File: src/hdl/hash_check_pkg.sv
package hash_check_pkg;

        // Beat and table field widths.
        localparam int data_width = 32;
        localparam int fid_width = 4;
        localparam int serial_width = 8;

        // Storage depths.
        localparam int buf_depth_log2 = 6;
        localparam int queue_depth = 4;

        // Sop beat, seen as header fields or as a raw word.
        typedef union packed {
                struct packed {
                        logic [fid_width-1:0] fid;
                        logic [serial_width-1:0] serial;
                        logic [data_width-fid_width-serial_width-1:0] rest;
                } hdr;
                logic [data_width-1:0] raw;
        } pkt_word_u;

endpackage
File: src/hdl/hash_check_top.sv
`timescale 1ns/100ps

module hash_check_top (
        input  logic clk,
        input  logic reset,
        input  logic in_valid,
        input  logic [hash_check_pkg::data_width-1:0] in_data,
        input  logic in_sop,
        input  logic in_eop,
        input  logic cfg_wr,
        input  logic [hash_check_pkg::fid_width-1:0] cfg_fid,
        input  logic [hash_check_pkg::data_width-1:0] cfg_hash,
        input  logic [hash_check_pkg::serial_width-1:0] cfg_serial,
        output logic out_valid,
        output logic [hash_check_pkg::data_width-1:0] out_data,
        output logic out_sop,
        output logic out_eop,
        output logic out_discard,
        output logic out_serial_err,
        output logic hash_valid,
        output logic [hash_check_pkg::data_width-1:0] hash_data
);

        logic wr_en;
        logic [hash_check_pkg::data_width-1:0] wr_data;
        logic wr_sop;
        logic wr_eop;
        logic lookup;
        logic [hash_check_pkg::fid_width-1:0] lookup_fid;
        logic [hash_check_pkg::serial_width-1:0] pkt_serial;
        logic exp_valid;
        logic [hash_check_pkg::data_width-1:0] exp_hash;
        logic [hash_check_pkg::serial_width-1:0] exp_serial;
        logic rd_en;
        logic [hash_check_pkg::data_width-1:0] rd_data;
        logic rd_sop;
        logic rd_eop;
        logic empty;
        logic full;

        packet_hash_gen u_packet_hash_gen (
                .clk        (clk),
                .reset      (reset),
                .in_valid   (in_valid),
                .in_data    (in_data),
                .in_sop     (in_sop),
                .in_eop     (in_eop),
                .wr_en      (wr_en),
                .wr_data    (wr_data),
                .wr_sop     (wr_sop),
                .wr_eop     (wr_eop),
                .lookup     (lookup),
                .lookup_fid (lookup_fid),
                .hash_valid (hash_valid),
                .hash_data  (hash_data),
                .pkt_serial (pkt_serial)
        );

        flow_table u_flow_table (
                .clk        (clk),
                .reset      (reset),
                .cfg_wr     (cfg_wr),
                .cfg_fid    (cfg_fid),
                .cfg_hash   (cfg_hash),
                .cfg_serial (cfg_serial),
                .lookup     (lookup),
                .lookup_fid (lookup_fid),
                .exp_valid  (exp_valid),
                .exp_hash   (exp_hash),
                .exp_serial (exp_serial)
        );

        // Full only feeds the bound checks.
        packet_buffer u_packet_buffer (
                .clk     (clk),
                .reset   (reset),
                .wr_en   (wr_en),
                .wr_data (wr_data),
                .wr_sop  (wr_sop),
                .wr_eop  (wr_eop),
                .rd_en   (rd_en),
                .rd_data (rd_data),
                .rd_sop  (rd_sop),
                .rd_eop  (rd_eop),
                .empty   (empty),
                .full    (full)
        );

        hash_check u_hash_check (
                .clk            (clk),
                .reset          (reset),
                .hash_valid     (hash_valid),
                .hash_data      (hash_data),
                .pkt_serial     (pkt_serial),
                .exp_valid      (exp_valid),
                .exp_hash       (exp_hash),
                .exp_serial     (exp_serial),
                .rd_data        (rd_data),
                .rd_sop         (rd_sop),
                .rd_eop         (rd_eop),
                .empty          (empty),
                .rd_en          (rd_en),
                .out_valid      (out_valid),
                .out_data       (out_data),
                .out_sop        (out_sop),
                .out_eop        (out_eop),
                .out_discard    (out_discard),
                .out_serial_err (out_serial_err)
        );

endmodule

File: src/hdl/hash_check.sv
`timescale 1ns/100ps

module hash_check (
        input  logic clk,
        input  logic reset,
        input  logic hash_valid,
        input  logic [hash_check_pkg::data_width-1:0] hash_data,
        input  logic [hash_check_pkg::serial_width-1:0] pkt_serial,
        input  logic exp_valid,
        input  logic [hash_check_pkg::data_width-1:0] exp_hash,
        input  logic [hash_check_pkg::serial_width-1:0] exp_serial,
        input  logic [hash_check_pkg::data_width-1:0] rd_data,
        input  logic rd_sop,
        input  logic rd_eop,
        input  logic empty,
        output logic rd_en,
        output logic out_valid,
        output logic [hash_check_pkg::data_width-1:0] out_data,
        output logic out_sop,
        output logic out_eop,
        output logic out_discard,
        output logic out_serial_err
);

        // Queue 0 holds computed results, queue 1 expected ones.
        logic [hash_check_pkg::data_width+hash_check_pkg::serial_width-1:0]
                q_mem [2][hash_check_pkg::queue_depth];
        logic [hash_check_pkg::data_width+hash_check_pkg::serial_width-1:0] q_din [2];
        logic [hash_check_pkg::data_width+hash_check_pkg::serial_width-1:0] q_head [2];
        logic [$clog2(hash_check_pkg::queue_depth):0] q_wr [2];
        logic [$clog2(hash_check_pkg::queue_depth):0] q_rd [2];
        logic [1:0] q_push;
        logic [1:0] q_empty;

        logic busy;
        logic start;
        logic hash_mismatch;
        logic serial_mismatch;
        logic discard_q;
        logic serial_err_q;

        assign q_push = {exp_valid, hash_valid};
        assign q_din[0] = {hash_data, pkt_serial};
        assign q_din[1] = {exp_hash, exp_serial};

        always_comb begin
                for (int i = 0; i < 2; i++) begin
                        q_empty[i] = q_wr[i] == q_rd[i];
                        q_head[i] = q_mem[i][q_rd[i][$clog2(hash_check_pkg::queue_depth)-1:0]];
                end
        end

        always_ff @(posedge clk) begin
                if (reset) begin
                        for (int i = 0; i < 2; i++) begin
                                q_wr[i] <= '0;
                                q_rd[i] <= '0;
                        end
                end else begin
                        for (int i = 0; i < 2; i++) begin
                                if (q_push[i])
                                        q_wr[i] <= q_wr[i] + 1'b1;
                                if (start)
                                        q_rd[i] <= q_rd[i] + 1'b1;
                        end
                end
        end

        always_ff @(posedge clk) begin
                for (int i = 0; i < 2; i++) begin
                        if (q_push[i])
                                q_mem[i][q_wr[i][$clog2(hash_check_pkg::queue_depth)-1:0]] <= q_din[i];
                end
        end

        // ------------------------------
        // Compare and stream
        // ------------------------------

        assign hash_mismatch = q_head[0][hash_check_pkg::serial_width +: hash_check_pkg::data_width]
                != q_head[1][hash_check_pkg::serial_width +: hash_check_pkg::data_width];
        assign serial_mismatch = q_head[0][hash_check_pkg::serial_width-1:0]
                != q_head[1][hash_check_pkg::serial_width-1:0];

        // A queued hash means the whole packet already sits in the buffer.
        assign start = ~busy & ~(|q_empty) & ~empty;
        assign rd_en = start | busy;

        always_ff @(posedge clk) begin
                if (reset) begin
                        busy <= 1'b0;
                        out_valid <= 1'b0;
                        out_sop <= 1'b0;
                        out_eop <= 1'b0;
                end else begin
                        busy <= rd_en & ~rd_eop;
                        out_valid <= rd_en;
                        out_sop <= rd_en & rd_sop;
                        out_eop <= rd_en & rd_eop;
                end
        end

        // Outcomes latched at start, held for the rest of the packet.
        always_ff @(posedge clk) begin
                if (start) begin
                        discard_q <= hash_mismatch;
                        serial_err_q <= serial_mismatch;
                end
                out_data <= rd_data;
                out_discard <= busy ? discard_q : hash_mismatch;
                out_serial_err <= busy ? serial_err_q : serial_mismatch;
        end

endmodule

File: src/hdl/packet_buffer.sv
`timescale 1ns/100ps

module packet_buffer (
        input  logic clk,
        input  logic reset,
        input  logic wr_en,
        input  logic [hash_check_pkg::data_width-1:0] wr_data,
        input  logic wr_sop,
        input  logic wr_eop,
        input  logic rd_en,
        output logic [hash_check_pkg::data_width-1:0] rd_data,
        output logic rd_sop,
        output logic rd_eop,
        output logic empty,
        output logic full
);

        logic [hash_check_pkg::buf_depth_log2:0] wr_ptr;
        logic [hash_check_pkg::buf_depth_log2:0] rd_ptr;
        logic [hash_check_pkg::data_width+1:0] mem [2**hash_check_pkg::buf_depth_log2];

        assign empty = wr_ptr == rd_ptr;

        // Same slot, other lap.
        assign full = (wr_ptr[hash_check_pkg::buf_depth_log2] != rd_ptr[hash_check_pkg::buf_depth_log2])
                && (wr_ptr[hash_check_pkg::buf_depth_log2-1:0]
                    == rd_ptr[hash_check_pkg::buf_depth_log2-1:0]);

        // Head word shows without a read.
        assign {rd_data, rd_sop, rd_eop} = mem[rd_ptr[hash_check_pkg::buf_depth_log2-1:0]];

        always_ff @(posedge clk) begin
                if (reset) begin
                        wr_ptr <= '0;
                        rd_ptr <= '0;
                end else begin
                        if (wr_en)
                                wr_ptr <= wr_ptr + 1'b1;
                        if (rd_en)
                                rd_ptr <= rd_ptr + 1'b1;
                end
        end

        always_ff @(posedge clk) begin
                if (wr_en)
                        mem[wr_ptr[hash_check_pkg::buf_depth_log2-1:0]] <= {wr_data, wr_sop, wr_eop};
        end

endmodule

File: src/hdl/packet_hash_gen.sv
`timescale 1ns/100ps

module packet_hash_gen (
        input  logic clk,
        input  logic reset,
        input  logic in_valid,
        input  logic [hash_check_pkg::data_width-1:0] in_data,
        input  logic in_sop,
        input  logic in_eop,
        output logic wr_en,
        output logic [hash_check_pkg::data_width-1:0] wr_data,
        output logic wr_sop,
        output logic wr_eop,
        output logic lookup,
        output logic [hash_check_pkg::fid_width-1:0] lookup_fid,
        output logic hash_valid,
        output logic [hash_check_pkg::data_width-1:0] hash_data,
        output logic [hash_check_pkg::serial_width-1:0] pkt_serial
);

        hash_check_pkg::pkt_word_u beat_q;
        logic valid_q;
        logic sop_q;
        logic eop_q;
        logic [hash_check_pkg::data_width-1:0] next_hash;

        // Registered beat goes straight to the buffer.
        assign wr_en = valid_q;
        assign wr_data = beat_q.raw;
        assign wr_sop = sop_q;
        assign wr_eop = eop_q;

        // Flow lookup on the sop beat.
        assign lookup = valid_q & sop_q;
        assign lookup_fid = beat_q.hdr.fid;

        // Rotate left by one, then fold in the beat.
        assign next_hash = sop_q ? beat_q.raw :
                {hash_data[hash_check_pkg::data_width-2:0],
                 hash_data[hash_check_pkg::data_width-1]} ^ beat_q.raw;

        always_ff @(posedge clk) begin
                if (reset) begin
                        valid_q <= 1'b0;
                        hash_valid <= 1'b0;
                end else begin
                        valid_q <= in_valid;
                        hash_valid <= valid_q & eop_q;
                end
        end

        // Accumulator doubles as hash_data; it holds until the next beat.
        always_ff @(posedge clk) begin
                beat_q.raw <= in_data;
                sop_q <= in_sop;
                eop_q <= in_eop;
                if (valid_q)
                        hash_data <= next_hash;
                if (lookup)
                        pkt_serial <= beat_q.hdr.serial;
        end

endmodule

File: src/hdl/flow_table.sv
`timescale 1ns/100ps

module flow_table (
        input  logic clk,
        input  logic reset,
        input  logic cfg_wr,
        input  logic [hash_check_pkg::fid_width-1:0] cfg_fid,
        input  logic [hash_check_pkg::data_width-1:0] cfg_hash,
        input  logic [hash_check_pkg::serial_width-1:0] cfg_serial,
        input  logic lookup,
        input  logic [hash_check_pkg::fid_width-1:0] lookup_fid,
        output logic exp_valid,
        output logic [hash_check_pkg::data_width-1:0] exp_hash,
        output logic [hash_check_pkg::serial_width-1:0] exp_serial
);

        logic wr_q;
        logic [hash_check_pkg::fid_width-1:0] wr_fid_q;
        logic [hash_check_pkg::data_width-1:0] wr_hash_q;
        logic [hash_check_pkg::serial_width-1:0] wr_serial_q;
        logic [hash_check_pkg::fid_width:0] clr_cnt;
        logic clearing;

        logic [hash_check_pkg::data_width-1:0] hash_mem [2**hash_check_pkg::fid_width];
        logic [hash_check_pkg::serial_width-1:0] serial_mem [2**hash_check_pkg::fid_width];

        // Sweep runs until the counter's top bit sets.
        assign clearing = ~clr_cnt[hash_check_pkg::fid_width];

        always_ff @(posedge clk) begin
                if (reset) begin
                        wr_q <= 1'b0;
                        clr_cnt <= '0;
                        exp_valid <= 1'b0;
                end else begin
                        wr_q <= cfg_wr;
                        if (clearing)
                                clr_cnt <= clr_cnt + 1'b1;
                        exp_valid <= lookup;
                end
        end

        always_ff @(posedge clk) begin
                wr_fid_q <= cfg_fid;
                wr_hash_q <= cfg_hash;
                wr_serial_q <= cfg_serial;
                if (lookup) begin
                        exp_hash <= hash_mem[lookup_fid];
                        exp_serial <= serial_mem[lookup_fid];
                end
        end

        // ------------------------------
        // Table memory
        // ------------------------------

        // Writes during the sweep are dropped.
        always_ff @(posedge clk) begin
                if (clearing) begin
                        hash_mem[clr_cnt[hash_check_pkg::fid_width-1:0]] <= '0;
                        serial_mem[clr_cnt[hash_check_pkg::fid_width-1:0]] <= '0;
                end else if (wr_q) begin
                        hash_mem[wr_fid_q] <= wr_hash_q;
                        serial_mem[wr_fid_q] <= wr_serial_q;
                end
        end

endmodule

File: config.mk
export PLATFORM = sky130hd
export DESIGN_NAME = hash_check_top
export DESIGN_NICKNAME = d
export VERILOG_FILES = /design/src/hdl/hash_check_pkg.sv /design/src/hdl/hash_check_top.sv /design/src/hdl/hash_check.sv /design/src/hdl/packet_buffer.sv /design/src/hdl/packet_hash_gen.sv /design/src/hdl/flow_table.sv
export SDC_FILE = /design/constraint.sdc
export NUM_CORES = 2
export LEC_CHECK = 0
export ABC_AREA = 1
export BUFFER_PORTS_ARGS = -buffer_cell sky130_fd_sc_hd__buf_4
export CORE_UTILIZATION = 58
export CTS_BUF_LIST = sky130_fd_sc_hd__clkbuf_8
export CTS_CLUSTER_DIAMETER = 150
export CTS_CLUSTER_SIZE = 25
export DETAILED_ROUTE_END_ITERATION = 8
export HOLD_SLACK_MARGIN = 0.1
export PLACE_DENSITY = 0.8
export SLEW_MARGIN = 10
export SYNTH_ARGS = -nofsm -noshare
export SYNTH_HDL_FRONTEND = slang
export SYNTH_SLANG_ARGS = --single-unit
File: constraint.sdc
create_clock -name clk -period 3.84 [get_ports clk]
set_clock_uncertainty 0.1 [all_clocks]
set_input_delay 0.192 -clock clk [delete_from_list [all_inputs] [get_ports clk]]
set_output_delay 0.192 -clock clk [all_outputs]
set_load 0.1 [all_outputs]
==> reports/results.tsv <==
metric	value	unit
status	finished, final reports clean	
fin_nets	10400	
clk_path_buf_depth	3	
antenna_found_initial	19	
fin_util	63.0	%
grt_max_degree	235	
ir_drop	0.523	mV
synthArstFlopShare	0	%
grt_pass1_vias	82000	
ys_ff_latch	3375	
netlist_instances	10200	
dieArea	230000	um^2
ys.flop_type	edfxtp_1	
crit_path_max_incr_delay	0.61	ns
grt_overflow	0	
cts_root_buf	clkbuf_8	
synthesis.area	132000	um^2
p_seq_share	55.8	%
ys_warn_count	0	
synth_top_area_cell	edfxtp_1	
core	226000	um^2
first_iter_violations	14100	
yosys.cell_types.count	29	
worstPathCellList	inv_16, buf_4, o21ai_0, o22ai_1, nand2_1, nand3_1, nand3_1, nand3_1, and2_1	
synth_top_area_share	73.4	%
finalInstanceArea	142000	um^2
dp_hpwl	201000	um
p_int	50.0	mW
post_dp_cell_area	138000	um^2
routedWlPerCell	25.9	um
wirelength	349000	um
swShare	32.9	%
die_x	479	um
drtAntennaViolNets	0	
cp.arrival	4.07	ns
power_density	524	nW/um^2
cp.depth	9	
pwr-share-comb	25.0	%
grt_first_pass_wirelength	508000	um
clkPwrFrac	19.2	%
drt_pass1_iterations	9	
finalHoldViolCount	0	
synth_edf_count	3230	
ioPinCount	152	
grt_util_all_layers	29.8	%
post-route-min-period	3.23	ns
maxCapViolCount	0	
crit_buf_inv	2	
finalCritPeriodShare	84.1	%
synthTopCellsByCount	edfxtp_1, nand2_1, o21ai_0, nor2_1, nand3_1	
hold_end	u_packet_hash_gen.wr_data[19]	
fmax	310	MHz
setup_violations	0	
globalplace.congestion	0.881	
start_util	58.6	%
worstSetupStartpointType	flop	
slew_headroom	14.8	%
viasPerCell	6.37	
yosysSeqAreaShare	75.6	%
rsz0062_at_grt	no	
cts_tree	built	
required	4.68	ns
die_h	479	um
crit_path_end_kind	flop	
critPathSlowestCell	nand3_1	
hold_slack	0.206	ns
h-tree-depth	4	
final_max_slew_viol_count	0	
avgSynthCellArea	12.9	um^2
cts.hold.buffers_added	165	
synthToLayoutAreaGrowth	7.62	%
syn_nets	10300	
critPathKind	reg -> reg	
synth_most_common_cell	edfxtp_1	
reg2reg_to	u_hash_check.out_data[28]	
reg2reg_slack	0.61	ns
port_buffers	151	
num_rows	174	
drive_gt1_share	7.50	%
postCtsSetupRepairBufs	0	
tns	0	ns
crit_top_cell	nand3_1	
worstMarginPinSlew	1.27	ns
hold_class	in -> reg	
cts_resized	0	
min_from	in_data[19]	
cp_top_family	simple AND/OR/NAND/NOR gates	
r2r_cells	9	
clk_pin_slew	0.16	ns
clk_latency	1.07	ns
cp_max_fo	167	
route.vias.total	85600	
p_switching	24.5	mW
nFillCells	15900	
min_path_cells	3	
cts_buffers	153	
drcViolationCount	0	
p_leak	48.5	nW
synth_area_leaders	edfxtp_1, o21ai_0, nand2_1	
cts.sinks	3375	
final cells by class:
cell class | instances | area, um^2 | area share [%]
Antenna cell | 5 | 12.5 | 0.00880
Clock buffer | 160 | 2200 | 1.55
Clock inverter | 113 | 482 | 0.339
Inverter | 341 | 1330 | 0.935
Multi-Input combinational cell | 5822 | 28500 | 20.1
Sequential cell | 3375 | 100000 | 70.3
Tap cell | 2992 | 3740 | 2.63
Timing Repair Buffer | 641 | 5850 | 4.12
state kept, by name, indices dropped and copies added, names as in the netlist, 32 cells and up, named ones only:
register / count
u_flow_table.exp_hash: 32
u_flow_table.hash_mem: 512
u_flow_table.serial_mem: 128
u_flow_table.wr_hash_q: 32
u_hash_check.out_data: 32
u_hash_check.q_mem: 320
u_packet_buffer.mem: 2176
u_packet_hash_gen.hash_data: 32
u_packet_hash_gen.wr_data: 32
power groups by stage:
stage / Combinational, mW / Sequential [mW] / Clock, mW
after CTS: 18.2 / 41.6 / 14.3
final: 18.6 / 41.6 / 14.3
after detailed placement: 18.1 / 42.4 / 0
after global placement: 17.4 / 42.4 / 0
after floorplan: 11.5 / 43.5 / 0
after global routing: 20.1 / 41.6 / 15.5
cell usage in the layout, fill, tap and decap left out, drive strengths merged, types with 41 or more instances in the layout:
cell type	n
edfxtp	3230
nand2	1505
o21ai	1255
nor2	1221
nand3	701
o22ai	520
buf	476
inv	439
a21oi	192
dlygate4sd3	165
mux2i	160
o211ai	160
clkbuf	160
dfxtp	145
xor2	41
kinds of logic after synthesis:
kind of cell	Yosys count	synth area share, %
simple gates	3464	10.6
flops	3375	75.6
compound gates	2127	8.86
buf+inv	1002	3.21
mux	160	1.21
xor+xnor	58	0.385
fa+ha+maj	13	0.123
through the flow:
step,power [mW],instances,setup slack [ns]
floorplan,55.0,10200,0.148
global placement,59.8,13000,0.945
detailed placement,60.4,13000,0.899
CTS,74.1,13400,0.846
global route,77.3,13400,0.573
finish,74.5,13400,0.611
metal layers:
metal / vias up / global-route usage (%) / wire, um
met4: 10 / 14.5 / 17900
met2: 6219 / 46.4 / 160000
met1: 41500 / 40.3 / 125000
li1: 37000 / - / -
met3: 854 / 6.06 / 45600
met5: - / 0 / 57
worst reg2reg max path, stage by stage, from the launching register on:
cell and delay, ns:
dfxtp_4 0.57, inv_16 0.22, buf_4 0.57, o21ai_0 0.19, o22ai_1 0.10, nand2_1 0.06
nand3_1 0.10, nand3_1 0.16, nand3_1 0.61, and2_1 0.44
how the worst max path moves through the flow:
stage	slack, ns	startpoint	endpoint
2_1_floorplan	0.15	u_packet_hash_gen.wr_en	u_packet_buffer.mem[24][0]
3_3_place_gp	0.94	flop	u_hash_check.out_data[9]
3_5_place_dp	0.90	u_flow_table.clr_cnt[4]	u_flow_table.hash_mem[4][21]
4_1_cts	0.85	u_flow_table.clr_cnt[4]	u_flow_table.hash_mem[4][7]
5_1_grt	0.57	flop	u_hash_check.out_data[9]
6_report	0.61	flop	u_hash_check.out_data[28]
Power figures use the tool's default switching activity.
